## src/hdl/riscv_consts.svh

```systemverilog
`ifndef RISCV_CONSTS_SVH
`define RISCV_CONSTS_SVH

// Datapath and address width
`define XLEN 32

// Register file size
`define REG_COUNT 16
`define REG_NUM_W 4

// First fetch address after reset
`define RESET_PC 32'h0000_0000

// PC step per instruction
`define INSTR_BYTES 4

`endif

```

## src/hdl/riscvPkg.sv

```systemverilog
`default_nettype none

`include "riscv_consts.svh"

package riscvPkg;

  // Major opcode classes with their RISC-V encodings
  typedef enum logic [6:0] {
    OP_IMM     = 7'b0010011,
    OP         = 7'b0110011,
    BRANCH     = 7'b1100011,
    LUI        = 7'b0110111,
    AUIPC      = 7'b0010111,
    JAL        = 7'b1101111,
    JALR       = 7'b1100111,
    STORE      = 7'b0100011,
    OP_UNKNOWN = 7'b0000000
  } opcode_e;

  typedef enum logic [3:0] {
    ADD,
    SUB,
    OR,
    XOR,
    AND,
    LESS_U,
    LESS_S,
    SHR_U,
    SHR_S,
    SHL_U,
    SHL_S,
    GE_U,
    GE_S,
    EQ,
    NOT_EQ
  } aluOp_e;

  typedef enum logic [3:0] {
    FETCH0,
    FETCH1,
    DECODE,
    EXECUTE0,
    EXECUTE1,
    EXECUTE2,
    EXECUTE3,
    EXECUTE4
  } seqState_e;

  typedef struct packed {
    opcode_e                opcode;
    logic [2:0]             funct3;
    logic [`REG_NUM_W-1:0]  rd;
    logic [`REG_NUM_W-1:0]  rs1;
    logic [`REG_NUM_W-1:0]  rs2;
    logic [`XLEN-1:0]       imm;
    aluOp_e                 aluOp;
  } decodedInstr_t;

  typedef struct packed {
    logic [`XLEN-1:0]  address;
    logic [`XLEN-1:0]  dataOut;
    logic              writeEnable;   // High for one cycle per store
  } busReq_t;

  typedef struct packed {
    logic              countEnable;
    logic              writeEnable;
    logic              writeAdd;      // Relative load when set
    logic [`XLEN-1:0]  dataIn;
  } pcCtrl_t;

  typedef struct packed {
    logic [`REG_NUM_W-1:0]  num;
    logic                   writeEnable;
    logic [`XLEN-1:0]       dataIn;
  } regCtrl_t;

  typedef struct packed {
    aluOp_e            op;
    logic [`XLEN-1:0]  x;
    logic [`XLEN-1:0]  y;
  } aluReq_t;

endpackage

`default_nettype wire

```

## src/hdl/instrDecode.sv

```systemverilog
`timescale 1ns/1ps
`default_nettype none

`include "riscv_consts.svh"

module instrDecode import riscvPkg::*; (
  input  logic [`XLEN-1:0]  instr,
  output decodedInstr_t     decoded
);

  opcode_e           opClass;
  aluOp_e            aluOp;
  logic [2:0]        funct3;
  logic [`XLEN-1:0]  imm;
  logic [`XLEN-1:0]  immI;
  logic [`XLEN-1:0]  immS;
  logic [`XLEN-1:0]  immB;
  logic [`XLEN-1:0]  immU;
  logic [`XLEN-1:0]  immJ;

  assign funct3 = instr[14:12];

  assign immI = {{20{instr[31]}}, instr[31:20]};
  assign immS = {{20{instr[31]}}, instr[31:25], instr[11:7]};
  assign immB = {{19{instr[31]}}, instr[31], instr[7], instr[30:25], instr[11:8], 1'b0};
  assign immU = {instr[31:12], 12'b0};
  assign immJ = {{11{instr[31]}}, instr[31], instr[19:12], instr[20], instr[30:21], 1'b0};

  always_comb
  begin
    case (instr[6:0])
      OP_IMM, OP, BRANCH, LUI, AUIPC, JAL, JALR, STORE: opClass = opcode_e'(instr[6:0]);
      default:                                          opClass = OP_UNKNOWN;
    endcase
  end

  always_comb
  begin
    case (opClass)
      OP_IMM:      imm = (funct3 == 3'd1 || funct3 == 3'd5) ? {20'b0, instr[31:20]} : immI;
      JALR:        imm = immI;
      STORE:       imm = immS;
      BRANCH:      imm = immB;
      LUI, AUIPC:  imm = immU;
      JAL:         imm = immJ;
      default:     imm = '0;
    endcase
  end

  always_comb
  begin
    aluOp = ADD;   // Address and link arithmetic
    case (opClass)
      OP_IMM, OP:
      begin
        case (funct3)
          3'd0: aluOp = (opClass == OP && instr[30]) ? SUB : ADD;
          3'd1: aluOp = SHL_U;
          3'd2: aluOp = LESS_S;
          3'd3: aluOp = LESS_U;
          3'd4: aluOp = XOR;
          3'd5: aluOp = instr[30] ? SHR_S : SHR_U;   // Bit 30 is imm[10] for srai
          3'd6: aluOp = OR;
          3'd7: aluOp = AND;
        endcase
      end
      BRANCH:
      begin
        case (funct3)
          3'd1:    aluOp = NOT_EQ;
          3'd4:    aluOp = LESS_S;
          3'd5:    aluOp = GE_S;
          3'd6:    aluOp = LESS_U;
          3'd7:    aluOp = GE_U;
          default: aluOp = EQ;
        endcase
      end
      default: aluOp = ADD;
    endcase
  end

  always_comb
  begin
    decoded.opcode = opClass;
    decoded.funct3 = funct3;
    decoded.rd     = instr[7 +: `REG_NUM_W];
    decoded.rs1    = instr[15 +: `REG_NUM_W];
    decoded.rs2    = instr[20 +: `REG_NUM_W];
    decoded.imm    = imm;
    decoded.aluOp  = aluOp;
  end

endmodule

`default_nettype wire

```

## src/hdl/aluUnit.sv

```systemverilog
`timescale 1ns/1ps
`default_nettype none

`include "riscv_consts.svh"

module aluUnit import riscvPkg::*; (
  input  aluReq_t           req,
  output logic [`XLEN-1:0]  result
);

  logic [4:0] shamt;

  assign shamt = req.y[4:0];

  always_comb
  begin
    case (req.op)
      ADD:     result = req.x + req.y;
      SUB:     result = req.x - req.y;
      OR:      result = req.x | req.y;
      XOR:     result = req.x ^ req.y;
      AND:     result = req.x & req.y;
      LESS_U:  result = {{(`XLEN-1){1'b0}}, req.x < req.y};
      LESS_S:  result = {{(`XLEN-1){1'b0}}, $signed(req.x) < $signed(req.y)};
      SHR_U:   result = req.x >> shamt;
      SHR_S:   result = $signed(req.x) >>> shamt;
      SHL_U,
      SHL_S:   result = req.x << shamt;   // No arithmetic left shift
      GE_U:    result = {{(`XLEN-1){1'b0}}, req.x >= req.y};
      GE_S:    result = {{(`XLEN-1){1'b0}}, $signed(req.x) >= $signed(req.y)};
      EQ:      result = {{(`XLEN-1){1'b0}}, req.x == req.y};
      NOT_EQ:  result = {{(`XLEN-1){1'b0}}, req.x != req.y};
      default: result = '0;
    endcase
  end

endmodule

`default_nettype wire

```

## src/hdl/registerBank.sv

```systemverilog
`timescale 1ns/1ps
`default_nettype none

`include "riscv_consts.svh"

module registerBank import riscvPkg::*; (
  input  logic              clk,
  input  logic              reset,
  input  regCtrl_t          ctrl,
  output logic [`XLEN-1:0]  regOut
);

  logic [`XLEN-1:0] regs [`REG_COUNT];

  always_ff @(posedge clk)
  begin
    if (reset)
    begin
      for (int i = 0; i < `REG_COUNT; i++)
        regs[i] <= '0;
    end
    else if (ctrl.writeEnable && ctrl.num != '0)   // x0 stays zero
      regs[ctrl.num] <= ctrl.dataIn;
  end

  assign regOut = regs[ctrl.num];

  x0ReadsZero: assert property (@(posedge clk) disable iff (reset)
    ctrl.num == '0 |-> regOut == '0);

endmodule

`default_nettype wire

```

## src/hdl/programCounter.sv

```systemverilog
`timescale 1ns/1ps
`default_nettype none

`include "riscv_consts.svh"

module programCounter import riscvPkg::*; (
  input  logic              clk,
  input  logic              reset,
  input  pcCtrl_t           ctrl,
  output logic [`XLEN-1:0]  pcValue
);

  always_ff @(posedge clk)
  begin
    if (reset)
      pcValue <= `RESET_PC;
    else if (ctrl.countEnable)
      pcValue <= pcValue + `INSTR_BYTES;
    else if (ctrl.writeEnable)
    begin
      if (ctrl.writeAdd)
        pcValue <= pcValue - `INSTR_BYTES + ctrl.dataIn;   // Offset from instruction address
      else
        pcValue <= ctrl.dataIn;
    end
  end

  pcEnablesExclusive: assert property (@(posedge clk) disable iff (reset)
    !(ctrl.countEnable && ctrl.writeEnable));

endmodule

`default_nettype wire

```

## src/hdl/storeLaneMerge.sv

```systemverilog
`timescale 1ns/1ps
`default_nettype none

`include "riscv_consts.svh"

module storeLaneMerge (
  input  logic [`XLEN-1:0]  oldWord,
  input  logic [`XLEN-1:0]  storeData,
  input  logic [2:0]        funct3,
  input  logic [1:0]        byteOffset,
  output logic [`XLEN-1:0]  merged
);

  logic [4:0] bitOffset;

  assign bitOffset = {byteOffset, 3'b000};

  always_comb
  begin
    merged = oldWord;   // Misaligned stores keep the old word
    case (funct3[1:0])
      2'd0: merged[bitOffset +: 8] = storeData[7:0];
      2'd1:
      begin
        if (byteOffset != 2'd3)   // Half must fit in the word
          merged[bitOffset +: 16] = storeData[15:0];
      end
      2'd2:
      begin
        if (byteOffset == 2'd0)
          merged = storeData;
      end
      default: merged = oldWord;
    endcase
  end

endmodule

`default_nettype wire

```

## src/hdl/controlSequencer.sv

```systemverilog
`timescale 1ns/1ps
`default_nettype none

`include "riscv_consts.svh"

module controlSequencer import riscvPkg::*; (
  input  logic              clk,
  input  logic              reset,
  input  decodedInstr_t     decoded,
  input  logic [`XLEN-1:0]  regOut,
  input  logic [`XLEN-1:0]  pcValue,
  input  logic [`XLEN-1:0]  aluResult,
  input  logic [`XLEN-1:0]  mergedWord,
  output busReq_t           bus,
  output pcCtrl_t           pcCtrl,
  output regCtrl_t          regCtrl,
  output aluReq_t           aluReq,
  output logic [2:0]        storeFunct3
);

  seqState_e      state;
  decodedInstr_t  instr;   // Instruction held through execute

  assign storeFunct3 = instr.funct3;

  always_ff @(posedge clk)
  begin
    if (reset)
    begin
      state               <= FETCH0;
      bus.writeEnable     <= 1'b0;
      regCtrl.writeEnable <= 1'b0;
      pcCtrl.countEnable  <= 1'b0;
      pcCtrl.writeEnable  <= 1'b0;
      pcCtrl.writeAdd     <= 1'b0;
    end
    else
    begin
      case (state)
        FETCH0:
        begin
          bus.writeEnable     <= 1'b0;
          regCtrl.writeEnable <= 1'b0;
          pcCtrl.writeEnable  <= 1'b0;
          pcCtrl.writeAdd     <= 1'b0;
          bus.address         <= pcValue;
          pcCtrl.countEnable  <= 1'b1;   // PC moves on to the next instruction
          state               <= FETCH1;
        end
        FETCH1:
        begin
          pcCtrl.countEnable <= 1'b0;
          state              <= DECODE;   // Memory answers during DECODE
        end
        DECODE:
        begin
          instr <= decoded;
          state <= EXECUTE0;
        end
        default:
        begin
          state <= FETCH0;
          case (instr.opcode)
            OP_IMM:
            begin
              case (state)
                EXECUTE0:
                begin
                  regCtrl.num <= instr.rs1;
                  aluReq.op   <= instr.aluOp;
                  aluReq.y    <= instr.imm;   // Shift amount sits in the low bits
                  state       <= EXECUTE1;
                end
                EXECUTE1:
                begin
                  aluReq.x    <= regOut;
                  regCtrl.num <= instr.rd;
                  state       <= EXECUTE2;
                end
                default:
                begin
                  regCtrl.dataIn      <= aluResult;
                  regCtrl.writeEnable <= 1'b1;
                end
              endcase
            end
            OP, BRANCH:
            begin
              case (state)
                EXECUTE0:
                begin
                  regCtrl.num <= instr.rs1;
                  aluReq.op   <= instr.aluOp;
                  state       <= EXECUTE1;
                end
                EXECUTE1:
                begin
                  aluReq.x    <= regOut;
                  regCtrl.num <= instr.rs2;
                  state       <= EXECUTE2;
                end
                EXECUTE2:
                begin
                  aluReq.y <= regOut;
                  state    <= EXECUTE3;
                  if (instr.opcode == OP)
                    regCtrl.num <= instr.rd;
                end
                EXECUTE3:
                begin
                  if (instr.opcode == OP)
                  begin
                    regCtrl.dataIn      <= aluResult;
                    regCtrl.writeEnable <= 1'b1;
                  end
                  else
                  begin
                    state <= EXECUTE4;
                    if (aluResult[0])   // Branch taken
                    begin
                      pcCtrl.writeEnable <= 1'b1;
                      pcCtrl.writeAdd    <= 1'b1;
                      pcCtrl.dataIn      <= instr.imm;
                    end
                  end
                end
                default:
                begin
                  pcCtrl.writeEnable <= 1'b0;
                  pcCtrl.writeAdd    <= 1'b0;
                end
              endcase
            end
            LUI:
            begin
              regCtrl.num         <= instr.rd;
              regCtrl.dataIn      <= instr.imm;
              regCtrl.writeEnable <= 1'b1;
            end
            AUIPC:
            begin
              if (state == EXECUTE0)
              begin
                regCtrl.num <= instr.rd;
                aluReq.op   <= instr.aluOp;
                aluReq.x    <= pcValue - `INSTR_BYTES;   // Instruction address
                aluReq.y    <= instr.imm;
                state       <= EXECUTE1;
              end
              else
              begin
                regCtrl.dataIn      <= aluResult;
                regCtrl.writeEnable <= 1'b1;
              end
            end
            JAL:
            begin
              case (state)
                EXECUTE0:
                begin
                  regCtrl.num         <= instr.rd;
                  regCtrl.dataIn      <= pcValue;   // Link is already PC plus 4
                  regCtrl.writeEnable <= 1'b1;
                  aluReq.op           <= instr.aluOp;
                  aluReq.x            <= pcValue - `INSTR_BYTES;
                  aluReq.y            <= instr.imm;
                  state               <= EXECUTE1;
                end
                EXECUTE1:
                begin
                  regCtrl.writeEnable <= 1'b0;
                  pcCtrl.dataIn       <= aluResult;
                  pcCtrl.writeEnable  <= 1'b1;
                  state               <= EXECUTE2;
                end
                default: pcCtrl.writeEnable <= 1'b0;
              endcase
            end
            JALR:
            begin
              case (state)
                EXECUTE0:
                begin
                  regCtrl.num <= instr.rs1;
                  aluReq.op   <= instr.aluOp;
                  aluReq.x    <= instr.imm;
                  state       <= EXECUTE1;
                end
                EXECUTE1:
                begin
                  aluReq.y            <= regOut;
                  regCtrl.num         <= instr.rd;
                  regCtrl.dataIn      <= pcValue;
                  regCtrl.writeEnable <= 1'b1;
                  state               <= EXECUTE2;
                end
                EXECUTE2:
                begin
                  regCtrl.writeEnable <= 1'b0;
                  pcCtrl.dataIn       <= {aluResult[`XLEN-1:1], 1'b0};
                  pcCtrl.writeEnable  <= 1'b1;
                  state               <= EXECUTE3;
                end
                default: pcCtrl.writeEnable <= 1'b0;
              endcase
            end
            STORE:
            begin
              case (state)
                EXECUTE0:
                begin
                  regCtrl.num <= instr.rs1;
                  aluReq.op   <= instr.aluOp;
                  aluReq.x    <= instr.imm;
                  state       <= EXECUTE1;
                end
                EXECUTE1:
                begin
                  aluReq.y    <= regOut;
                  regCtrl.num <= instr.rs2;   // Store data for the merge
                  state       <= EXECUTE2;
                end
                EXECUTE2:
                begin
                  bus.address <= {aluResult[`XLEN-1:2], 2'b00};
                  state       <= EXECUTE3;
                end
                EXECUTE3: state <= EXECUTE4;   // Old word arrives next cycle
                default:
                begin
                  bus.dataOut     <= mergedWord;
                  bus.writeEnable <= 1'b1;
                end
              endcase
            end
            default: state <= FETCH0;   // Unknown opcode does nothing
          endcase
        end
      endcase
    end
  end

  // A store and a register write never share a cycle
  busRegWriteExclusive: assert property (@(posedge clk) disable iff (reset)
    !(bus.writeEnable && regCtrl.writeEnable));

endmodule

`default_nettype wire

```

## src/hdl/riscvCore.sv

```systemverilog
`timescale 1ns/1ps
`default_nettype none

`include "riscv_consts.svh"

module riscvCore import riscvPkg::*; (
  input  logic              clk,
  input  logic              reset,
  input  logic [`XLEN-1:0]  dataIn,
  output busReq_t           bus
);

  decodedInstr_t     decoded;
  pcCtrl_t           pcCtrl;
  regCtrl_t          regCtrl;
  aluReq_t           aluReq;
  logic [`XLEN-1:0]  regOut;
  logic [`XLEN-1:0]  pcValue;
  logic [`XLEN-1:0]  aluResult;
  logic [`XLEN-1:0]  mergedWord;
  logic [2:0]        storeFunct3;

  controlSequencer controlSequencer_i (
    .clk         (clk),
    .reset       (reset),
    .decoded     (decoded),
    .regOut      (regOut),
    .pcValue     (pcValue),
    .aluResult   (aluResult),
    .mergedWord  (mergedWord),
    .bus         (bus),
    .pcCtrl      (pcCtrl),
    .regCtrl     (regCtrl),
    .aluReq      (aluReq),
    .storeFunct3 (storeFunct3)
  );

  instrDecode instrDecode_i (
    .instr   (dataIn),
    .decoded (decoded)
  );

  aluUnit aluUnit_i (
    .req    (aluReq),
    .result (aluResult)
  );

  registerBank registerBank_i (
    .clk    (clk),
    .reset  (reset),
    .ctrl   (regCtrl),
    .regOut (regOut)
  );

  programCounter programCounter_i (
    .clk     (clk),
    .reset   (reset),
    .ctrl    (pcCtrl),
    .pcValue (pcValue)
  );

  // Old word comes straight from the memory read
  storeLaneMerge storeLaneMerge_i (
    .oldWord    (dataIn),
    .storeData  (regOut),
    .funct3     (storeFunct3),
    .byteOffset (aluResult[1:0]),
    .merged     (mergedWord)
  );

endmodule

`default_nettype wire

```

## config.mk

```make
export PLATFORM = sky130hd
export DESIGN_NAME = riscvCore
export DESIGN_NICKNAME = d
export VERILOG_FILES = /design/src/hdl/riscvPkg.sv /design/src/hdl/instrDecode.sv /design/src/hdl/aluUnit.sv /design/src/hdl/registerBank.sv /design/src/hdl/programCounter.sv /design/src/hdl/storeLaneMerge.sv /design/src/hdl/controlSequencer.sv /design/src/hdl/riscvCore.sv
export VERILOG_INCLUDE_DIRS = /design/src /design/src/hdl
export SDC_FILE = /design/constraint.sdc
export NUM_CORES = 2
export LEC_CHECK = 0
export BUFFER_PORTS_ARGS = -buffer_cell sky130_fd_sc_hd__buf_2
export CORE_MARGIN = 4
export CORE_UTILIZATION = 60
export DETAILED_ROUTE_END_ITERATION = 6
export PLACE_DENSITY_LB_ADDON = 0.08
export REMOVE_ABC_BUFFERS = 1
export SYNTH_ARGS = -nofsm -noshare
export SYNTH_HDL_FRONTEND = slang
export SYNTH_SLANG_ARGS = --single-unit
export TNS_END_PERCENT = 30
```

## constraint.sdc

```tcl
create_clock -name clk -period 6.39 [get_ports clk]
set_input_delay 0.9585 -clock clk [delete_from_list [all_inputs] [get_ports clk]]
set_output_delay 0.9585 -clock clk [all_outputs]
set_load 0.1 [all_outputs]
```

Word level (Yosys, flattened, before mapping) --
Memory sizes are Yosys's and may differ from the RTL's. A register that Yosys moved wholly into a read port is not among the register bits. Index checks and enable logic that the tools add are counted.
Word-level totals: input bits 34, output and inout port bits 65, memories kept 1, word-level logic and storage cells 260, memory bits (writable) 512, bits in registers 298
Memories:
- registerBank_i.regs | words 16, bits a word 32, rd ports 1, clocked after memory_dff 1, wr ports 16, RTL line registerBank.sv:13 | logic [`XLEN-1:0] regs [`REG_COUNT];
Cells by class: bitwise operators 7, equal/unequal tests 90, multiplexer cells 76, $lt $le $gt $ge 4, $add $sub $neg 6, shift-type cells 7, reductions and logical operators 47
Operators by type and width (count):
- $mux W32 | 17
- $pmux W32 S14 | 1
- $pmux W68 S4 | 1
- $pmux W33 S6 | 1
- $pmux W32 S3 | 2
- $pmux W32 S6 | 1
- $mux W33 | 5
- $mux W34 | 2
- $mux W68 | 1
- $mux W65 | 1
- $add A32 B32 Y32 | 2
- $bwmux W32 | 2
- $ge A32 B32 Y1 | 2
- $lt A32 B32 Y1 | 2
- $pmux W32 S2 | 1
- $eq A7 B6 Y1 const B | 9
- $eq A7 B7 Y1 const B | 9
- $pmux W4 S5 | 3
- $eq A7 B5 Y1 const B | 6
- $mux W36 | 1
- $add A32 B3 Y32 const B | 1
- $and A32 B32 Y32 | 1
- $eq A32 B32 Y1 | 1
- $ne A32 B32 Y1 | 1
- other kinds (66) | 164

Depth between registers and ports, before layout --
word-level depth 11, mapped depth 26, mapped depth without buffers 21

By module --
From an unflattened synthesis, not the netlist that was laid out.
Second synthesis, totals: cell total of the unflattened synthesis 4715, area, all modules 51460.6 µm²
Modules (own cells, without submodules):
- registerBank | times used 1, area an instance 22715.5 µm², cells an instance 1383, sequential area each 15374.7 µm²
- controlSequencer | times used 1, area an instance 12152.9 µm², cells an instance 950, sequential area each 7907.6 µm²
- aluUnit | times used 1, area an instance 9067.4 µm², cells an instance 1297, sequential area each 0.0 µm²
- programCounter | times used 1, area an instance 4685.7 µm², cells an instance 688, sequential area each 640.6 µm²
- storeLaneMerge | times used 1, area an instance 1941.9 µm², cells an instance 272, sequential area each 0.0 µm²
- instrDecode | times used 1, area an instance 897.1 µm², cells an instance 125, sequential area each 0.0 µm²

Least setup slack after synthesis --
OpenSTA, ideal clock, no wires.
kind input to register, start input port reset, end register controlSequencer_i.instr[0] in the netlist's numbering, enable pin, library setup time 542 ps, stages on the path 3, data required time 5848 ps, arrival 5292 ps, path buffers 2, slack 556 ps, cells stage by stage clkbuf_1 > clkbuf_1 > nor3_1
On the way: cells in the longest elaborated chain, start to end 2
Ends and longest elaborated chain:
- from (decl) | RTL line riscvCore.sv:8 | input logic reset,
- $not A1 Y1 (no source line)
- $reduce_and A2 Y1 (no source line)
- to (signal assigned) | RTL line controlSequencer.sv:57 | instr <= decoded;
- to (decl) | RTL line controlSequencer.sv:22 | decodedInstr_t instr;
No other way between the ends. A chain may end at the register's enable or synchronous reset.

Worst setup path after layout --
start register controlSequencer_i.aluReq[56] (netlist name), end register controlSequencer_i.bus[7] (netlist name)
On the way: cells in the longest elaborated chain, start to end 7, elaborated cells between the ends (all ways) 22, those cells by class add/sub (1); order compare (4); eq/ne (3); shift (7); mux (6); reduce/logical (1)
Ends and longest elaborated chain:
- $ge A32 B32 Y1, or another cell as far along | RTL line aluUnit.sv:30 | GE_S: result = {{(`XLEN-1){1'b0}}, $signed(req.x) >= $signed(req.y)};
- $pmux W32 S14 (*) | RTL line aluUnit.sv:17 | case (req.op)
- $neg A5 Y7 | RTL line storeLaneMerge.sv:22, storeLaneMerge.sv:26
- $shiftx A16 B7 Y32 or $shift A16 B7 Y32 (tied branches) | RTL line storeLaneMerge.sv:26 | merged[bitOffset +: 16] = storeData[15:0];
- $bwmux W32 | RTL line storeLaneMerge.sv:26
- $mux W32 | RTL line storeLaneMerge.sv:25 | if (byteOffset != 2'd3)
- $pmux W32 S3 (*) | RTL line storeLaneMerge.sv:21 | case (funct3[1:0])
- named net controlSequencer_i.mergedWord[6] | RTL line controlSequencer.sv:13 | input logic [`XLEN-1:0] mergedWord,
The timed path passes the listed nets; every way through them passes the cells marked *.

==> reports/metrics.cfg <==
[synthesis]
synth_most_common_cell=edfxtp_1
synth.distinct_cells=95
synth_edf_count=769
synth-seq-area-share=0.484
synthArstFlopShare=0
synth_area_um2=49600
synth_area_leaders=edfxtp_1 (47%), mux4_2 (9.5%), and2_1 (6.5%)
ys_seq_elements=813
avgSynthCellArea_um2=11.2
synth_top_area_share=0.466
yosys.area.top_type=edfxtp_1
netlist_instances=4411
ys_warn_count=0
synthFlopType=edfxtp_1
synthTopCellsByCount=edfxtp_1 (769), and2_1 (518), nand2_1 (325)

[clocking]
clkSinkCount=813
cts_made_buffers=87
clockBufferDepth=3
clkLatencyLatePin_ns=0.68
htreeDepth=3
post_cts_buffers=0
cts.hold.buffers_added=0
clock-root-buffer=clkbuf_16
clk_pin_slew_worst_paths_ns=0.06
cts_tree=done
post_cts_resized=0

[timing]
finalSetupViolations=0
fin_skew_ns=0.0632
slew-limit-headroom=0.153
tightest_slew_ns=1.27
fin_crit_sh=0.949
timing.final.max_slew_violations=0
fin_crit_ns=6.06
fmax_mhz=165
hold_violations=0
grt_setup_unrepaired=no

[run_status]
status=completed

[worst_setup_path]
crit_chain=inv_1 -> ha_1 -> or3_1 -> nand4b_1 -> nor4_1 -> mux2i_1 -> o21ai_0 -> a31oi_1 -> nand4_2 -> nor2_4 -> ha_1 -> inv_1 -> nor2_1 -> nor4b_4 -> a221o_1
worst_r2r_path_depth=15
critical_path_buf_inv_count=2
crit_fanout=14
crit_type=flip-flop to flip-flop
cp.arrival_ns=6.58
crit_end=controlSequencer_i.bus[7]
cp_num_cells=15
crit_path_end_kind=flip-flop
max_stage_delay_ns=0.66
worstReg2RegEnd=controlSequencer_i.bus[7]
r2r_slack_ns=0.33
r2r-start=controlSequencer_i.aluReq[56]
crit_path_start=controlSequencer_i.aluReq[56]
slowest_stage=nor2_1
start_kind=flip-flop
cp_top_family=simple AND/OR/NAND/NOR gates
required_ns=6.91

[detailed_routing]
wl_per_cell_um=32.1
drt-total-wl_um=178000
drt_iter0_drc=5238
antenna_left=0
viasPerCell=7.03
drc_errors=0
drtPass1Iterations=6
num_vias=38900

[floorplanning]
die_area_um2=87300
ioPinCount=99
rows=105
initial_utilization=0.605
die_width_um=295
die_h_um=295
core-area_um2=82000

[pwr]
p_leak_nw=20.2
vdd_ir_drop_max_mv=0.242
power_w=0.0120
cellPowerDensity_nw_per_um2=222

[global_routing]
grt-ovfl-total=0
grt_max_degree=74
first_global_vias=37100
grt_first_pass_wirelength_um=255000
antenna_found_initial=16
track_usage=0.402

[placement]
dp_hpwl_um=122000
gp_congestion=1.02
port-buffer-count=98
dpl_cell_area_um2=51300

[layout]
nets=4559
drive_gt1_frac=0.160
area.growth.synth_to_final_pct=9.23
design_area_um2=54100

[worst_hold_path]
min_path_cells=2
hold_path.class=flip-flop to flip-flop

[job]
cap_viol_max_count=0

[layout by cell type, fill, tap and decap left out, drive strengths merged, types with 15 or more instances in the layout]
cell / n
a211oi: 35
a21o: 75
a21oi: 279
a221o: 54
a221oi: 42
a22o: 33
a22oi: 43
a31oi: 29
and2: 520
and3: 23
buf: 216
clkbuf: 117
clkinv: 30
conb: 32
dfxtp: 44
edfxtp: 769
ha: 137
inv: 128
mux2: 74
mux2i: 53
mux4: 225
nand2: 325
nand2b: 41
nand3: 43
nor2: 307
nor2b: 45
nor3: 94
nor4: 16
o211ai: 30
o21a: 20
o21ai: 228
o22ai: 22
o31ai: 20
or2: 15
or3: 22
xnor2: 37
xor2: 21
[where the power goes]
group          internal, W  switching [W]
sequential         0.00596      0.0000664
clock              0.00285        0.00223
combinational     0.000302       0.000636
total              0.00911        0.00293
[logic make-up (layout without fill, tap and decap cells)]
| kind of cell | count (synthesis) | after routing | share of synthesized area |
|---|---|---|---|
| multiplexers | 352 | 352 | 0.131 |
| other | 1 | 38 | 0.0000757 |
| adder cells (fa/ha/maj) | 140 | 140 | 0.0358 |
| XOR/XNOR | 58 | 58 | 0.0102 |
| AO/OA/AOI/OAI | 1061 | 1061 | 0.143 |
| flip-flops | 813 | 813 | 0.484 |
| AND/OR/NAND/NOR | 1500 | 1500 | 0.157 |
| buffers and inverters | 486 | 499 | 0.0394 |
[routing by layer]
layer  track usage  routed length [µm]
met1         0.518               63400
met2         0.628               81100
met3        0.0995               20500
met4         0.232               12600
met5             0                  93
[how the worst min path moves through the flow]
stage / start / to
2_1_floorplan: controlSequencer_i.regCtrl[32] / controlSequencer_i.regCtrl[32]
3_3_place_gp: controlSequencer_i.bus[0] / controlSequencer_i.bus[0]
3_5_place_dp: controlSequencer_i.bus[0] / controlSequencer_i.bus[0]
4_1_cts: controlSequencer_i.bus[0] / controlSequencer_i.bus[0]
5_1_grt: controlSequencer_i.bus[0] / controlSequencer_i.bus[0]
6_report: controlSequencer_i.bus[0] / controlSequencer_i.bus[0]
[sequential cells by signal (all words and copies together) (netlist names), named ones only]
name / count
registerBank_i.regs: 512
controlSequencer_i.aluReq: 68
controlSequencer_i.bus: 65
controlSequencer_i.instr: 55
controlSequencer_i.regCtrl: 37
controlSequencer_i.pcCtrl: 35
programCounter_i.pcValue: 32
controlSequencer_i.state: 3
controlSequencer_i.storeFunct3: 2
[worst register-to-register path: stages, from the launching register on]
cell	delay, ns
edfxtp_1	0.59
inv_1	0.08
ha_1	0.40
or3_1	0.46
nand4b_1	0.53
nor4_1	0.48
mux2i_1	0.22
o21ai_0	0.09
a31oi_1	0.23
nand4_2	0.19
nor2_4	0.42
ha_1	0.60
inv_1	0.19
nor2_1	0.66
nor4b_4	0.57
a221o_1	0.24
[per-stage QoR]
step	hold WS [ns]	worst slack (ns)	instances	setup TNS [ns]	util
floorplan	0.490	-1.45	4080	-128.01	-
CTS	0.524	0.577	5525	0	0.660
global placement	0.470	0.753	5366	0	0.625
global route	0.543	0.0745	5525	0	0.660
finish	0.521	0.328	5531	0	0.660
detailed placement	0.479	0.653	5366	0	0.625
[area by class of cell]
cell class / instances / area (µm²)
inverter: 124 / 465
antenna: 6 / 15.0
fill: 6319 / 27800
tap: 1070 / 1340
clock buffer: 117 / 2340
multi-input combinational: 3143 / 24100
timing repair buffer: 216 / 1430
clock inverter: 42 / 514
sequential: 813 / 24000
Note: power is estimated with default switching activity, not from simulation.
